File: src/sdram_pkg.sv
package sdram_pkg;

  // request word address holds row, bank and column from the msb down
  localparam int ROW_W     = 12;
  localparam int BANK_W    = 2;
  localparam int COL_W     = 12;
  localparam int WORD_W    = ROW_W + BANK_W + COL_W;
  localparam int SD_ADDR_W = 13;
  localparam int WAIT_W    = 5;

  localparam int BANK_LSB  = COL_W;          // bank field position
  localparam int ROW_LSB   = COL_W + BANK_W; // row field position

  // SDRAM command codes in {ras, cas, we} style
  typedef enum logic [2:0] {
    MRST = 3'b000, // mode register set
    ARSR = 3'b001, // auto refresh
    PRCH = 3'b010, // precharge
    ACTV = 3'b011, // activate row
    WRTE = 3'b100, // write
    READ = 3'b101, // read
    BTRM = 3'b110, // burst terminate
    NOOP = 3'b111  // no operation
  } cmd_t;

  typedef logic [WORD_W-1:0]       word_addr_t;
  typedef logic [ROW_W-1:0]        row_t;
  typedef logic [BANK_W-1:0]       bank_t;
  typedef logic [COL_W-1:0]        col_t;
  typedef logic [SD_ADDR_W-1:0]    sd_addr_t;
  typedef logic [ROW_W+BANK_W-1:0] page_t;  // {row, bank}
  typedef logic [WAIT_W-1:0]       wait_t;

  // A10 high selects all banks on precharge
  localparam sd_addr_t PRECHARGE_ALL_ADDR = 13'h0400;

endpackage

File: src/port_arbiter.sv
module port_arbiter
  import sdram_pkg::*;
(
  input  logic       CLK,
  input  logic       RST,
  // random port
  input  logic       rand_valid,
  input  word_addr_t rand_addr,
  input  logic       rand_we,
  output logic       rand_ready,
  // bulk port
  input  logic       bulk_valid,
  input  word_addr_t bulk_addr,
  input  logic       bulk_we,
  output logic       bulk_ready,
  // request slot towards the sequencer
  input  logic       slot_take,
  output logic       slot_valid,
  output word_addr_t slot_addr,
  output logic       slot_we
);

  logic accept_en; // low through reset and the first cycle after

  // only one port is offered the empty slot, bulk wins ties
  assign bulk_ready = accept_en && !slot_valid && (bulk_valid || !rand_valid);
  assign rand_ready = accept_en && !slot_valid && rand_valid && !bulk_valid;

  always_ff @(posedge CLK)
  begin
    if (!RST)
    begin
      accept_en  <= 1'b0;
      slot_valid <= 1'b0;
    end
    else
    begin
      accept_en <= 1'b1;
      if (slot_take)
        slot_valid <= 1'b0;
      else if ((bulk_valid && bulk_ready) || (rand_valid && rand_ready))
        slot_valid <= 1'b1;
    end
  end

  // payload only written when a port wins the slot
  always_ff @(posedge CLK)
  begin
    if (bulk_valid && bulk_ready)
    begin
      slot_addr <= bulk_addr;
      slot_we   <= bulk_we;
    end
    else if (rand_valid && rand_ready)
    begin
      slot_addr <= rand_addr;
      slot_we   <= rand_we;
    end
  end

endmodule

File: src/page_tracker.sv
module page_tracker
  import sdram_pkg::*;
(
  input  logic       CLK,
  input  logic       RST,
  input  word_addr_t slot_addr,
  input  cmd_t       next_cmd,
  input  logic       cmd_issue,
  output logic       page_open,
  output logic       page_hit,
  output sd_addr_t   addr_out,
  output bank_t      ba_out
);

  row_t  slot_row;
  bank_t slot_bank;
  col_t  slot_col;
  page_t open_page;
  bank_t open_bank;

  assign slot_row  = slot_addr[ROW_LSB +: ROW_W];
  assign slot_bank = slot_addr[BANK_LSB +: BANK_W];
  assign slot_col  = slot_addr[COL_W-1:0];
  assign open_bank = open_page[BANK_W-1:0];

  assign page_hit = page_open && ({slot_row, slot_bank} == open_page);

  always_comb
  begin
    case (next_cmd)
      ACTV:
      begin
        // row goes out around A10, which stays low
        addr_out = {slot_row[ROW_W-1 -: 2], 1'b0, slot_row[ROW_W-3:0]};
        ba_out   = slot_bank;
      end
      READ, WRTE:
      begin
        addr_out = {slot_col, 1'b0}; // 16-bit word column
        ba_out   = open_bank;
      end
      default:
      begin
        addr_out = PRECHARGE_ALL_ADDR;
        ba_out   = open_bank;
      end
    endcase
  end

  always_ff @(posedge CLK)
  begin
    if (!RST)
      page_open <= 1'b0;
    else if (cmd_issue && next_cmd == ACTV)
      page_open <= 1'b1;
    else if (cmd_issue && (next_cmd == PRCH || next_cmd == ARSR))
      page_open <= 1'b0; // precharge all closes every bank
  end

  always_ff @(posedge CLK)
  begin
    if (cmd_issue && next_cmd == ACTV)
      open_page <= {slot_row, slot_bank};
  end

endmodule

File: src/timing_counter.sv
module timing_counter
  import sdram_pkg::*;
#(
  parameter int T_RCD            = 3,
  parameter int T_RP             = 3,
  parameter int T_RAS            = 5,
  parameter int T_WR             = 4,
  parameter int T_CCD            = 2,
  parameter int T_RFC            = 9,
  parameter int REFRESH_INTERVAL = 200
)
(
  input  logic CLK,
  input  logic RST,
  input  cmd_t next_cmd,
  input  logic cmd_issue,
  input  logic refresh_done,
  output logic may_issue,
  output logic ras_done,
  output logic refresh_due
);

  localparam int REF_W = $clog2(REFRESH_INTERVAL + 1);

  wait_t            wait_cnt;
  wait_t            ras_cnt;
  logic [REF_W-1:0] ref_cnt;

  // cycles to hold off after the issuing cycle itself
  function automatic wait_t spacing(input cmd_t c);
    wait_t w;
    case (c)
      ACTV:    w = wait_t'(T_RCD - 1);
      PRCH:    w = wait_t'(T_RP - 1);
      ARSR:    w = wait_t'(T_RFC - 1);
      READ:    w = wait_t'(T_CCD - 1);
      WRTE:    w = wait_t'(T_WR - 1);
      default: w = '0;
    endcase
    return w;
  endfunction

  assign may_issue = (wait_cnt == '0);
  assign ras_done  = (ras_cnt == '0);

  always_ff @(posedge CLK)
  begin
    if (!RST)
    begin
      wait_cnt    <= '0;
      ras_cnt     <= '0;
      ref_cnt     <= '0;
      refresh_due <= 1'b0;
    end
    else
    begin
      if (cmd_issue)
        wait_cnt <= spacing(next_cmd);
      else if (wait_cnt != '0)
        wait_cnt <= wait_cnt - 1'b1;

      if (cmd_issue && next_cmd == ACTV)
        ras_cnt <= wait_t'(T_RAS - 1); // row must stay open this long
      else if (ras_cnt != '0)
        ras_cnt <= ras_cnt - 1'b1;

      if (refresh_done)
      begin
        ref_cnt     <= '0;
        refresh_due <= 1'b0;
      end
      else if (!refresh_due)
      begin
        if (ref_cnt == REF_W'(REFRESH_INTERVAL - 1))
          refresh_due <= 1'b1; // held until the ARSR goes out
        else
          ref_cnt <= ref_cnt + 1'b1;
      end
    end
  end

endmodule

File: src/command_sequencer.sv
module command_sequencer
  import sdram_pkg::*;
(
  input  logic     CLK,
  input  logic     RST,
  input  logic     slot_valid,
  input  logic     slot_we,
  input  logic     page_open,
  input  logic     page_hit,
  input  logic     may_issue,
  input  logic     ras_done,
  input  logic     refresh_due,
  output logic     slot_take,
  output logic     refresh_done,
  output cmd_t     next_cmd,
  output logic     cmd_issue,
  output cmd_t     cmd,
  input  sd_addr_t addr_in,
  input  bank_t    ba_in,
  output sd_addr_t addr,
  output bank_t    ba
);

  typedef enum logic [2:0] {
    IDLE,
    CLOSE,   // precharge pending
    OPEN,    // activate pending
    ACCESS,  // column command pending
    REFRESH  // auto refresh pending
  } state_t;

  state_t state, state_nxt;

  // command belonging to the current state
  always_comb
  begin
    case (state)
      CLOSE:   next_cmd = PRCH;
      OPEN:    next_cmd = ACTV;
      ACCESS:  next_cmd = slot_we ? WRTE : READ;
      REFRESH: next_cmd = ARSR;
      default: next_cmd = NOOP;
    endcase
  end

  always_comb
  begin
    state_nxt = state;
    cmd_issue = 1'b0;
    case (state)
      IDLE:
      begin
        if (refresh_due)
          state_nxt = page_open ? CLOSE : REFRESH; // refresh before any request
        else if (slot_valid)
        begin
          if (page_hit)
            state_nxt = ACCESS;
          else
            state_nxt = page_open ? CLOSE : OPEN;
        end
      end
      CLOSE:
      begin
        if (may_issue && ras_done)
        begin
          cmd_issue = 1'b1;
          state_nxt = refresh_due ? REFRESH : OPEN;
        end
      end
      OPEN:
      begin
        if (refresh_due)
          state_nxt = REFRESH; // bank is closed, refresh can go first
        else if (may_issue)
        begin
          cmd_issue = 1'b1;
          state_nxt = ACCESS;
        end
      end
      ACCESS:
      begin
        if (may_issue && page_hit)
        begin
          cmd_issue = 1'b1;
          state_nxt = IDLE;
        end
      end
      REFRESH:
      begin
        if (may_issue)
        begin
          cmd_issue = 1'b1;
          state_nxt = IDLE;
        end
      end
      default: state_nxt = IDLE;
    endcase
  end

  assign slot_take    = cmd_issue && (state == ACCESS);  // request served
  assign refresh_done = cmd_issue && (state == REFRESH);

  always_ff @(posedge CLK)
  begin
    if (!RST)
    begin
      state <= IDLE;
      cmd   <= NOOP;
      addr  <= PRECHARGE_ALL_ADDR;
      ba    <= '0;
    end
    else
    begin
      state <= state_nxt;
      if (cmd_issue)
      begin
        cmd  <= next_cmd;
        addr <= addr_in;
        ba   <= ba_in;
      end
      else
      begin
        cmd  <= NOOP;
        addr <= PRECHARGE_ALL_ADDR; // bank left as is on idle cycles
      end
    end
  end

endmodule

File: src/sdram_cmd_top.sv
module sdram_cmd_top
  import sdram_pkg::*;
#(
  parameter int T_RCD            = 3,
  parameter int T_RP             = 3,
  parameter int T_RAS            = 5,
  parameter int T_WR             = 4,
  parameter int T_CCD            = 2,
  parameter int T_RFC            = 9,
  parameter int REFRESH_INTERVAL = 200
)
(
  input  logic       CLK,
  input  logic       RST,
  input  logic       rand_valid,
  input  word_addr_t rand_addr,
  input  logic       rand_we,
  output logic       rand_ready,
  input  logic       bulk_valid,
  input  word_addr_t bulk_addr,
  input  logic       bulk_we,
  output logic       bulk_ready,
  output cmd_t       cmd,
  output sd_addr_t   addr,
  output bank_t      ba
);

  logic       slot_valid, slot_we, slot_take;
  word_addr_t slot_addr;
  logic       page_open, page_hit;
  logic       may_issue, ras_done, refresh_due, refresh_done;
  cmd_t       next_cmd;
  logic       cmd_issue;
  sd_addr_t   addr_sel;
  bank_t      ba_sel;

  port_arbiter u_arbiter (
    .CLK, .RST,
    .rand_valid, .rand_addr, .rand_we, .rand_ready,
    .bulk_valid, .bulk_addr, .bulk_we, .bulk_ready,
    .slot_take, .slot_valid, .slot_addr, .slot_we
  );

  page_tracker u_page (
    .CLK, .RST, .slot_addr, .next_cmd, .cmd_issue,
    .page_open, .page_hit, .addr_out(addr_sel), .ba_out(ba_sel)
  );

  timing_counter #(
    .T_RCD(T_RCD), .T_RP(T_RP), .T_RAS(T_RAS), .T_WR(T_WR),
    .T_CCD(T_CCD), .T_RFC(T_RFC), .REFRESH_INTERVAL(REFRESH_INTERVAL)
  ) u_timing (
    .CLK, .RST, .next_cmd, .cmd_issue, .refresh_done,
    .may_issue, .ras_done, .refresh_due
  );

  command_sequencer u_seq (
    .CLK, .RST, .slot_valid, .slot_we, .page_open, .page_hit,
    .may_issue, .ras_done, .refresh_due, .slot_take, .refresh_done,
    .next_cmd, .cmd_issue, .cmd,
    .addr_in(addr_sel), .ba_in(ba_sel), .addr, .ba
  );

endmodule

File: config.mk
export PLATFORM = sky130hd
export DESIGN_NAME = sdram_cmd_top
export DESIGN_NICKNAME = d
export VERILOG_FILES = /design/src/sdram_pkg.sv /design/src/port_arbiter.sv /design/src/page_tracker.sv /design/src/timing_counter.sv /design/src/command_sequencer.sv /design/src/sdram_cmd_top.sv
export SDC_FILE = /design/constraint.sdc
export NUM_CORES = 1
export LEC_CHECK = 0
export BUFFER_PORTS_ARGS = -buffer_cell sky130_fd_sc_hd__buf_2
export CORE_ASPECT_RATIO = 1.25
export CORE_UTILIZATION = 45
export CTS_CLUSTER_SIZE = 28
export DETAILED_ROUTE_END_ITERATION = 10
export PLACE_DENSITY = 0.76
export SETUP_SLACK_MARGIN = 0.2
export SLEW_MARGIN = 10
export SYNTH_ARGS = -nofsm -noshare
export SYNTH_HDL_FRONTEND = slang
export SYNTH_SLANG_ARGS = --single-unit
File: constraint.sdc
create_clock -name CLK -period 5.12 [get_ports CLK]
set_clock_uncertainty 0.2 [all_clocks]
set_input_delay 0.256 -clock CLK [delete_from_list [all_inputs] [get_ports CLK]]
set_output_delay 0.256 -clock CLK [all_outputs]
set_load 0.005 [all_outputs]
# Word-level counts from Yosys, hierarchy flattened
# Index checks and enable logic that the tools add are counted.
dict set report word_totals {
  regBits 84
  inputBits 58
  out_inout_bits 20
  wordCells 108
}
dict set report classes {
  add_sub_neg 3
  eq_ne 16
  muxes 35
  bitwise 3
  n_reduce_logical 36
}
# cell count
set ops {}
lappend ops {{$mux W26} 2}
lappend ops {{$mux W3} 12}
lappend ops {{$pmux W13 S2} 1}
lappend ops {{$pmux W4 S4} 1}
lappend ops {{$pmux W3 S5} 1}
lappend ops {{$eq A14 B14 Y1} 1}
lappend ops {{$logic_and A1 B1 Y1} 13}
lappend ops {{$eq A3 B2 Y1 const B} 4}
lappend ops {{$mux W1} 12}
lappend ops {{$pmux W3 S4} 1}
lappend ops {{$logic_not A5 Y1} 2}
lappend ops {{$mux W5} 2}
lappend ops {{$reduce_bool A5 Y1} 2}
lappend ops {{$reduce_or A2 Y1} 5}
lappend ops {{$sub A5 B1 Y5 const B} 2}
lappend ops {{$eq A3 B3 Y1 const B} 3}
lappend ops {{$add A8 B1 Y8 const B} 1}
lappend ops {{$eq A8 B8 Y1 const B} 1}
lappend ops {{$reduce_bool A2 Y1} 4}
lappend ops {{$eq A3 B1 Y1 const B} 2}
lappend ops {{$ne A2 B1 Y1 const B} 3}
lappend ops {{$reduce_and A5 Y1} 1}
lappend ops {{$mux W2} 2}
lappend ops {{$pmux W1 S4} 1}
lappend ops {{other kinds (7)} 14}

# Logic depth before layout (Yosys ltp)
# Gate-level depths: netlist of the first run.
dict set report depth {
  word_depth 8
  ltp_mapped 8
  mapped_depth_nobuf 7
}

# Cells and area by module
# Synthesis of the first run repeated with hierarchy kept, for this count alone.
dict set report unflattened {
  hier_cells 325
  area_unflattened_um2 4028.9
}
# module instances cells_per_inst area_per_inst_um2 seq_area_each_um2
set modules_own_cells {}
lappend modules_own_cells {port_arbiter 1 70 1338.8 850.8}
lappend modules_own_cells {timing_counter 1 100 935.9 380.4}
lappend modules_own_cells {command_sequencer 1 92 909.6 420.4}
lappend modules_own_cells {page_tracker 1 63 844.6 440.4}

# Least setup slack after synthesis of the first run
# OpenSTA, ideal clock, no wires.
dict set report synth_timing {
  path_type {register to register}
  from {register u_seq.state[0]}
  to {register u_page.open_page[0] (enable)}
  setup_ps 387
  arrival_ps 1702
  required_ps 4533
  path_slack_ps 2831
  stages_incl_launch_ff 3
  path_buffers 0
  synth_period_minus_slack_ps 2289
  path_cell_list {dfxtp_1 or4b_2 nor2_1}
}
dict set report synth_between {
  elab_chain_cells 4
}
# element line
set synth_lines {}
lappend synth_lines {{start, declared} command_sequencer.sv:32} ;# state_t state, state_nxt;
lappend synth_lines {{start signal, assigned} command_sequencer.sv:115} ;# state <= state_nxt;
lappend synth_lines {{$eq A3 B3 Y1 (tied with other cells)} {command_sequencer.sv:37, command_sequencer.sv:50}}
lappend synth_lines {{$pmux W3 S4} command_sequencer.sv:37} ;# case (state)
lappend synth_lines {{$eq A3 B2 Y1} page_tracker.sv:62} ;# if (cmd_issue && next_cmd == ACTV)
lappend synth_lines {{$logic_and A1 B1 Y1 *} page_tracker.sv:62}
lappend synth_lines {{end signal, assigned} page_tracker.sv:63} ;# open_page <= {slot_row, slot_bank};
lappend synth_lines {{end, declared} page_tracker.sv:18} ;# page_t open_page;
# Mark *: on every way between the ends. The rest lies on a longest branch, timed or not.
# A chain may end at the register's enable or synchronous reset.

# Worst setup path in the final report of the first run
dict set report layout_timing {
  from {register u_seq.state[0]}
  to {register u_seq.cmd[0]}
}
dict set report layout_between {
  elab_chain_cells 3
}
# element line
set layout_lines {}
lappend layout_lines {{$eq A3 B3 Y1 (tied with other cells)} {command_sequencer.sv:37, command_sequencer.sv:50}}
lappend layout_lines {{$pmux W1 S4} command_sequencer.sv:50} ;# case (state)
lappend layout_lines {{$reduce_and A2 Y1 (no source line)} --}
lappend layout_lines {{end signal, assigned} command_sequencer.sv:118} ;# cmd <= next_cmd;
lappend layout_lines {{end, declared} command_sequencer.sv:17} ;# output cmd_t cmd,
# Parallel ways exist; a longest one is shown, timed or not.

==> results of run 1 <==
[routing by layer]
metal / share of wire / GRT usage
met5: 0 / 0
met4: 0.022 / 0.0902
met3: 0.032 / 0.0373
met2: 0.54 / 0.324
met1: 0.40 / 0.196
[flip-flops by register name, indices dropped and copies added, names as in the netlist]
register and cells:
u_seq.addr 13, u_seq.cmd 3, u_arbiter.accept_en 1, u_seq.state 3, u_timing.wait_cnt 5, u_arbiter.slot_addr 26
u_timing.refresh_due 1, u_page.open_page 14, u_timing.ras_cnt 5, u_arbiter.slot_we 1, u_timing.ref_cnt 8, u_arbiter.slot_valid 1
u_page.page_open 1, u_seq.ba 2
[kinds of logic (layout without fill, tap and decap cells)]
kind of cell	Yosys count	count (layout)
xor+xnor	23	23
fa+ha+maj	5	5
buf+inv	17	126
compound gates	37	37
mux	37	37
flops	84	84
simple gates	109	109
[what timing repair did]
item / in CTS / in global routing
endpoints found under the hold margin: 10 / 5
hold buffers: 17 / 8
setup buffers: 0 / 0
[final timing paths]
| check | start | end | slack, ns | cells past startpoint |
|---|---|---|---|---|
| min reg2reg | u_seq.ba[1] | u_seq.ba[1] | 0.27 | 2 |
| min | rand_addr[13] | u_arbiter.slot_addr[13] | 0.009 | 2 |
| max reg2reg | u_seq.state[0] | u_seq.cmd[0] | 2.26 | 4 |
| max | u_seq.state[0] | u_seq.cmd[0] | 2.26 | 4 |
[final cells by class]
class,count,area share
tap,95,0.0257
clock inverter,6,0.0173
clock buffer,10,0.0276
multi-input combinational,211,0.333
sequential,84,0.452
inverter,6,0.00486
timing repair buffer,104,0.140
[power groups by stage]
stage               Combinational [mW]  Sequential (mW)  Clock [mW]
floorplan                        0.431            0.887           0
global placement                 0.521            0.908           0
detailed placement               0.544            0.916           0
CTS                              0.559            0.901       0.501
global route                     0.632            0.917       0.528
finish                           0.560            0.903       0.494
[placed cells by master (no fill, tap or decap), types with 5 or more instances in the layout]
cell	n
buf_2	77
dfxtp_1	43
edfxtp_1	41
mux2_2	31
nor2_1	27
dlygate4sd3_1	25
nand2_1	24
xnor2_1	17
nor3_1	16
a22oi_1	11
a21oi_1	10
clkbuf_8	9
nand4_1	8
mux2i_1	6
xor2_1	6
nor2b_1	5
inv_1	5
ha_1	5
==> qor.yml, run 1 <==
run_status:
  status: "finished, final reports clean"
setup_path:
  setup.worst_path.start_class: "flop"
  arrival_ns: 2.88
  path_cells: "nand2_1 -> nor2_1 -> a21boi_2 -> or4_1"
  cp-end-kind: "flop"
  cp_top_family: "simple AND/OR/NAND/NOR gates"
  criticalPathCategory: "flop to flop"
  cp.required_ns: 5.14
  cp_max_fo: 19
  critPathMaxStageDelay_ns: 0.78
  slowest_stage: "nor2_1"
  crit_buf_inv: 0
final_layout:
  post-route-util: 0.588
  area_growth_pct: 25.5
  fillers: 621
  stdcell_count: 516
  nets: 479
  diodes: 0
  final_area_sq_mm: 0.00463
  multi_input_area_sq_mm: 0.00154
  drive_gt1_frac: 0.316
  seq_area_sq_mm: 0.00209
floorplanning:
  start_util: 0.468
  core_area_sq_mm: 0.00788
  die_h_um: 103
  row_count: 36
  die_x_um: 83.0
  pin_count: 78
  fp.dieArea_sq_mm: 0.00857
clocking:
  root_buffer: "clkbuf_8"
  cts_tree: "yes"
  clkLatencyLatePin_ns: 0.35
  cts_buffer_depth: 2
  clkTransAtPathRegs_ns: 0.08
  ctsHtreeMaxLevel: 3
  cts_sinks: 84
  numCtsBuffers: 9
  cts-resized-gates: 0
routing:
  drc: 0
  dr.pass1.iters: 5
  ant_nets: 0
  drt_iter0_markers: 110
  num_vias: 2686
  viasPerCell: 5.21
  drt-wirelength-per-cell_um: 14.6
  wirelength_um: 7530
timing:
  setup_ws_ns: 2.26
  setup_viol: 0
  holdWs_ns: 0.00940
  fin_crit_ns: 2.86
  tightestPinTransition_ns: 1.08
  hold_viol_final: 0
  drv_slew: 0
  fmax_mhz: 349
  relSlewSlack: 0.277
  rsz0062_at_grt: "false"
  tns_ns: 0
  finalCritPeriodShare: 0.559
global_route:
  grt_start_max_net_pins: 29
  grt_pass1_wl_um: 11700
  first_global_vias: 2581
  antenna_found_initial: 0
  grt.overflow.total: 0
  gr-usage-all-layers: 0.177
yosys:
  synth.area.mux_share: 0.111
  syn-instance-count: 312
  synthMostInstantiatedCell: "dfxtp_1"
  async_reset_ff_frac: 0
  yosysTopAreaCellShare: 0.334
  netlist_area_sq_mm: 0.00369
  netlist_top_cells_area: "edfxtp_1 (33%), dfxtp_1 (23%), mux2_2 (9.5%), xnor2_1 (4.0%), nor2_1 (2.7%)"
  synth_top_family_by_area: "simple AND/OR/NAND/NOR gates"
  synth_simple_gate_area_share: 0.165
  syn_avg_cell_area_sq_um: 11.8
  yosys_warnings: 0
  synth_ff_type: "dfxtp_1"
  synth_compound_gate_area_share: 0.0688
  synthTopCellsByCount: "dfxtp_1 (43), edfxtp_1 (41), mux2_2 (31), nor2_1 (27), nand2_1 (24)"
  yosys.area_share.adder: 0.0169
  synth.distinct_cells: 47
  synth_edf_count: 41
  yosysTopAreaCell: "edfxtp_1"
  ys_seq_area_frac: 0.567
  synth_xor_area_frac: 0.0546
  synth_nets: 375
  ys_ff_latch: 84
pwr:
  p_int_mw: 1.35
  switchingPower_mw: 0.605
  p_sw_frac: 0.309
  power_mw: 1.96
  comb_power_share: 0.286
  pwr_density_cell_mw_per_mm2: 422
  p_leak_nw: 1.82
  pwr-share-clk: 0.253
  ir_drop_v: 0.000233
  pwr-share-seq: 0.461
placed_design:
  place_hpwl_um: 5140
  numPortBuffers: 77
  gp_congestion: 0.802
  post-place-ws_ns: 2.25
  dp.cells: 475
  dpl-instance-area_sq_mm: 0.00417
hold_path:
  hp-class: "input pin to flop"
run:
  max_cap_violations: 0
Note: power is estimated with default switching activity, not from simulation.
==> inputs of run 2 (changes only) <==
- PLACE_DENSITY: 0.76 -> 0.78
- clock period: 5.12 -> 2.3 ns (I/O delays scaled with it)
==> run 2 against run 1 <==
Against the previous run:
- hold slack better by 0.27 ns
- wire length is 37% higher
- first-iteration DRC count increased by 40%
- sequential cell count is the same
- critical endpoint unchanged
- cell count up 12%
- largest power group unchanged
- combinational power grew to 3.3 times the previous value
- via count increased by 17%
- core utilization increased by 8.5 points
==> qor.yml, run 2 (same netlist as run 1, synthesis figures left out) <==
final_layout:
  nets: 542  # +13%
  area_growth_pct: 43.7
  largest_reg_flops: 26  # unchanged
  final_area_sq_mm: 0.00530  # +14%
  fillers: 522  # -16%
  final_cell_mix: "buf_2 (77), dlygate4sd3_1 (55), edfxtp_1 (41)"
  diodes: 0  # unchanged
  layout_commonest_cell: "buf_2"
  multi_input_area_sq_mm: 0.00165  # +7.1%
  drive_gt1_frac: 0.399  # +0.0828
  seq_area_sq_mm: 0.00210  # +0.24%
  top_register: "u_arbiter.slot_addr"
  reg.largest.list: "u_arbiter.slot_addr: 26 flops, u_page.open_page: 14 flops, u_seq.addr: 13 flops"
run:
  max_cap_violations: 0  # unchanged
floorplanning:
  core_area_sq_mm: 0.00788  # unchanged
  die_h_um: 103  # unchanged
  fp.dieArea_sq_mm: 0.00857  # unchanged
  start_util: 0.468  # unchanged
  pin_count: 78  # unchanged
  row_count: 36  # unchanged
  die_x_um: 83.0  # unchanged
hold_path:
  holdPathStages: 2  # unchanged
  hp-class: "flop to flop"
  hp-start: "u_seq.ba[0]"
  hold_end: "u_seq.ba[0]"
timing:
  finalCritPeriodShare: 0.956  # +0.397
  hold_viol_final: 0  # unchanged
  tns_ns: 0  # unchanged
  relSlewSlack: 0.664  # +0.387
  setup_ws_ns: 0.102  # -2.16 ns
  holdWs_ns: 0.279  # +0.270 ns
  fmax_mhz: 455  # +30%
  rsz0062_at_grt: "true"
  drv_slew: 0  # unchanged
  fin_crit_ns: 2.20  # -0.663 ns
  tightestPinTransition_ns: 0.499  # -0.583 ns
  setup_viol: 0  # unchanged
setup_path:
  r2r_cells: 5  # +1
  setup.worst_path.start_class: "flop"
  reg2reg_from: "u_arbiter.slot_addr[18]"
  cp_max_fo: 5  # -14
  arrival_ns: 2.24  # -0.64 ns
  r2r_slack_ns: 0.10  # -2.16 ns
  cp.required_ns: 2.34  # -2.80 ns
  criticalPathCategory: "flop to flop"
  cp-end-kind: "flop"
  timing.rr.end: "u_seq.cmd[0]"
routing:
  viasPerCell: 5.44  # +4.5%
  num_vias: 3150  # +17%
  ant_nets: 0  # unchanged
  drt-wirelength-per-cell_um: 17.8  # +22%
  drc: 0  # unchanged
  wirelength_um: 10300  # +37%
  dr.pass1.iters: 4  # -1
  drt_iter0_markers: 154  # +40%
pwr:
  p_leak_nw: 2.14  # +17%
  power_mw: 4.80  # +150%
  ir_drop_v: 0.000499  # +110%
  pwr_density_cell_mw_per_mm2: 905  # +110%
clocking:
  cts_buffer_depth: 2  # unchanged
  clkLatencyLatePin_ns: 0.37  # +0.02 ns
  cts_sinks: 84  # unchanged
  ctsHtreeMaxLevel: 3  # unchanged
  cts_tree: "yes"
  root_buffer: "clkbuf_8"
  numCtsBuffers: 9  # unchanged
  clkTransAtPathRegs_ns: 0.10  # +0.02 ns
global_route:
  grt_start_max_net_pins: 29  # unchanged
  first_global_vias: 3089  # +20%
  gr-usage-all-layers: 0.223  # +0.0466
  grt_pass1_wl_um: 14700  # +25%
  grt.overflow.total: 0  # unchanged
  antenna_found_initial: 0  # unchanged
placed_design:
  gp_congestion: 0.828  # +3.3%
  dpl-instance-area_sq_mm: 0.00432  # +3.6%
  place_hpwl_um: 5350  # +4.0%
  post-place-ws_ns: 0.0181  # -2.23 ns
  numPortBuffers: 77  # unchanged
run_status:
  status: "finished, final reports clean"
-- run 2: changes by cell type in the layout (fill, tap and decap cells not counted), moves of 3 or more --
cell,before,now
inv_2,0,3
buf_4,2,32
dfxtp_2,0,4
nor3_2,0,6
dlygate4sd3_1,25,55
nor3_1,16,10
dfxtp_1,43,39
inv_1,5,1
-- run 2: layer usage --
metal / part of all wire / vias up / GRT usage / wire length [um]
li1: - / 1476 / - / -
met1: 0.38 / 1541 / 0.237 / 3970
met2: 0.55 / 107 / 0.436 / 5660
met3: 0.036 / 26 / 0.0389 / 375
met4: 0.032 / 0 / 0.0981 / 331
met5: 0 / - / 0 / 0
-- run 2: stage by stage --
step           std cells  utilization
6_report             579        0.673
2_1_floorplan        312            -
4_1_cts              565        0.644
3_5_place_dp         492        0.549
3_3_place_gp         492        0.549
5_1_grt              579        0.673
-- run 2: final cells by class --
| type | instances | area share |
|---|---|---|
| Sequential cell | 84 | 0.395 |
| Timing Repair Buffer | 167 | 0.233 |
| Clock inverter | 7 | 0.00967 |
| Multi-Input combinational cell | 211 | 0.311 |
| Inverter | 6 | 0.00472 |
| Tap cell | 95 | 0.0224 |
| Clock buffer | 9 | 0.0234 |
-- run 2: how the worst max path moves through the flow --
stage | startpoint | to | cells after the start
floorplan | u_timing.wait_cnt[0] | u_seq.cmd[0] | 7
global placement | u_timing.ras_cnt[0] | u_seq.cmd[0] | 7
detailed placement | u_timing.ras_cnt[0] | u_seq.cmd[0] | 7
CTS | u_timing.wait_cnt[0] | u_seq.cmd[0] | 7
global route | u_arbiter.slot_addr[18] | u_seq.addr[2] | 7
finish | u_arbiter.slot_addr[18] | u_seq.cmd[0] | 5
-- run 2: critical path: stages (launching register included) --
cell,delay [ns]
edfxtp_1,0.48
xnor2_1,0.23
nand4_1,0.23
nor4_4,0.35
a21boi_4,0.12
or4_1,0.46
-- run 2: timing repair --
action / in CTS / in global routing
hold endpoints to repair: 34 / 0
endpoints found under the setup margin: 17 / 23
gates resized for setup: 7 / 23
setup buffers: 2 / 13
pin swaps: 1 / 3
gates cloned: 0 / 1
hold buffers: 55 / 0
-- run 2: power breakdown --
part           switching [mW]  internal, mW
Combinational           0.893         0.931
Clock                   0.574         0.398
Sequential              0.185          1.82
Total                    1.65          3.15
==> inputs of run 3 (changes only) <==
- CAP_MARGIN: default -> 20
- CORE_UTILIZATION: 45 -> 49
- PLACE_DENSITY: 0.78 -> 0.84
- SKIP_LAST_GASP: default -> 1
==> run 3 against run 2 <==
Against the previous run:
- core utilization rose by 5.5 points
- sequential cell count did not move
- sequential share of layout area fell by 0.13 points
- global-route usage rose by 4.8 points
- sequential power barely moved
- largest power group unchanged
==> qor.yml, run 3 (same netlist as run 1, synthesis figures left out) <==
run_status:
  status: "finished, final reports clean"
setup_path:
  arrival_ns: 2.30  # +0.06 ns
  cp.required_ns: 2.33  # about the same
  cp_max_fo: 3  # -2
  cp-end-kind: "flop"
  setup.worst_path.start_class: "flop"
  criticalPathCategory: "flop to flop"
final_layout:
  fillers: 422  # -19%
  reg.largest.list: "u_arbiter.slot_addr: 26 flops, u_page.open_page: 14 flops, u_seq.addr: 13 flops"
  drive_gt1_frac: 0.403  # +0.00416
  diodes: 0  # unchanged
  top_register: "u_arbiter.slot_addr"
  largest_reg_flops: 26  # unchanged
  final_cell_mix: "buf_2 (77), dlygate4sd3_1 (55), edfxtp_1 (41)"
  stdcell_count: 571  # -1.4%
  nets: 537  # -0.92%
  layout_commonest_cell: "buf_2"
  area_growth_pct: 44.2
  final_area_sq_mm: 0.00532  # +0.38%
routing:
  drt_iter0_markers: 238  # +55%
  viasPerCell: 5.56  # +2.3%
  drt-wirelength-per-cell_um: 18.5  # +3.8%
  num_vias: 3177  # +0.86%
  dr.pass1.iters: 5  # +1
  drc: 0  # unchanged
  wirelength_um: 10600  # +2.4%
  ant_nets: 0  # unchanged
floorplanning:
  core_area_sq_mm: 0.00731  # -7.2%
  row_count: 35  # -2.8%
  start_util: 0.505  # +0.0365
  die_h_um: 99.0  # -4.1%
  die_x_um: 79.6  # -4.1%
  pin_count: 78  # unchanged
  fp.dieArea_sq_mm: 0.00789  # -8.0%
clocking:
  cts_tree: "yes"
  cts_sinks: 84  # unchanged
  cts_buffer_depth: 2  # unchanged
  clkLatencyLatePin_ns: 0.36  # about the same
  clkTransAtPathRegs_ns: 0.09  # about the same
  root_buffer: "clkbuf_8"
  ctsHtreeMaxLevel: 3  # unchanged
  numCtsBuffers: 9  # unchanged
pwr:
  p_leak_nw: 2.16  # +1.0%
  power_mw: 4.95  # +3.1%
  pwr_density_cell_mw_per_mm2: 930  # +2.8%
  ir_drop_v: 0.000751  # +50%
timing:
  drv_slew: 0  # unchanged
  rsz0062_at_grt: "true"
  relSlewSlack: 0.663  # about the same
  fin_crit_ns: 2.26  # +0.0652 ns
  finalCritPeriodShare: 0.984  # +0.0284
  tightestPinTransition_ns: 0.492  # -0.00674 ns
  tns_ns: 0  # unchanged
  fmax_mhz: 442  # -2.9%
  setup_viol: 0  # unchanged
  hold_viol_final: 0  # unchanged
global_route:
  top_usage_layer: "met2"
  grt_pass1_wl_um: 15900  # +8.0%
  grt_use_met3: 0.0657  # +0.0269
  groute.layer.met1.usage: 0.275  # +0.0377
  grt.overflow.total: 0  # unchanged
  first_global_vias: 3301  # +6.9%
  gr-usage-all-layers: 0.271  # +0.0477
  use_met2: 0.506  # +0.0693
  antenna_found_initial: 0  # unchanged
  grt_start_max_net_pins: 29  # unchanged
placed_design:
  numPortBuffers: 77  # unchanged
  place_hpwl_um: 5350  # about the same
  dp.cells: 488  # -0.81%
  dpl-instance-area_sq_mm: 0.00430  # -0.55%
  gp_congestion: 0.874  # +5.5%
run:
  max_cap_violations: 0  # unchanged
hold_path:
  hp-class: "flop to flop"
run 3: timing repair:
action,CTS,global route
endpoints found under the hold margin,36,0
gates resized for setup,14,28
setup buffers,6,6
endpoints found under the setup margin,38,41
hold buffers,55,0
pin swaps,7,4
run 3: metrics by stage:
step	util	hold slack (ns)	worst slack, ns
6_report	0.728	0.273	0.0364
5_1_grt	0.728	0.318	-0.0606
3_5_place_dp	0.588	0.220	0.0120
4_1_cts	0.703	0.269	0.0460
2_1_floorplan	-	-0.0573	0.0662
3_3_place_gp	0.588	0.218	0.0714
run 3: area by class of cell:
cell class	count	area, sq um	area share
inverters	6	22.5	0.00423
flip-flops and latches	84	2100	0.394
clock inverters	7	83.8	0.0157
well taps	92	115	0.0216
repair buffers	162	1180	0.222
multi-input cells	211	1700	0.319
clock buffers	9	124	0.0233
run 3: critical path: stages, from the launching register on:
cell and delay, ns:
edfxtp_1 0.45, xnor2_1 0.32, nand4_2 0.17, nor4_4 0.37, a21boi_4 0.12, or4_4 0.51
run 3: worst paths after layout:
kind	startpoint	end	slack [ns]	cells after the start
setup reg to reg	u_arbiter.slot_addr[25]	u_seq.cmd[0]	0.04	5
setup / recovery	u_arbiter.slot_addr[25]	u_seq.cmd[0]	0.04	5
hold / removal	u_arbiter.slot_addr[9]	u_seq.addr[10]	0.27	2
hold reg to reg	u_arbiter.slot_addr[9]	u_seq.addr[10]	0.27	2
run 3: routing by layer:
metal / up-vias / share of wire
li1: 1470 / -
met1: 1524 / 0.35
met2: 148 / 0.56
met3: 35 / 0.056
met4: 0 / 0.031
met5: - / 0
run 3: where the power goes:
group / leakage, nW / internal, mW / total (mW) / switching, mW
combinational: 1.32 / 0.886 / 1.83 / 0.941
sequential: 0.734 / 1.82 / 2.01 / 0.193
clock: 0.102 / 0.521 / 1.11 / 0.588
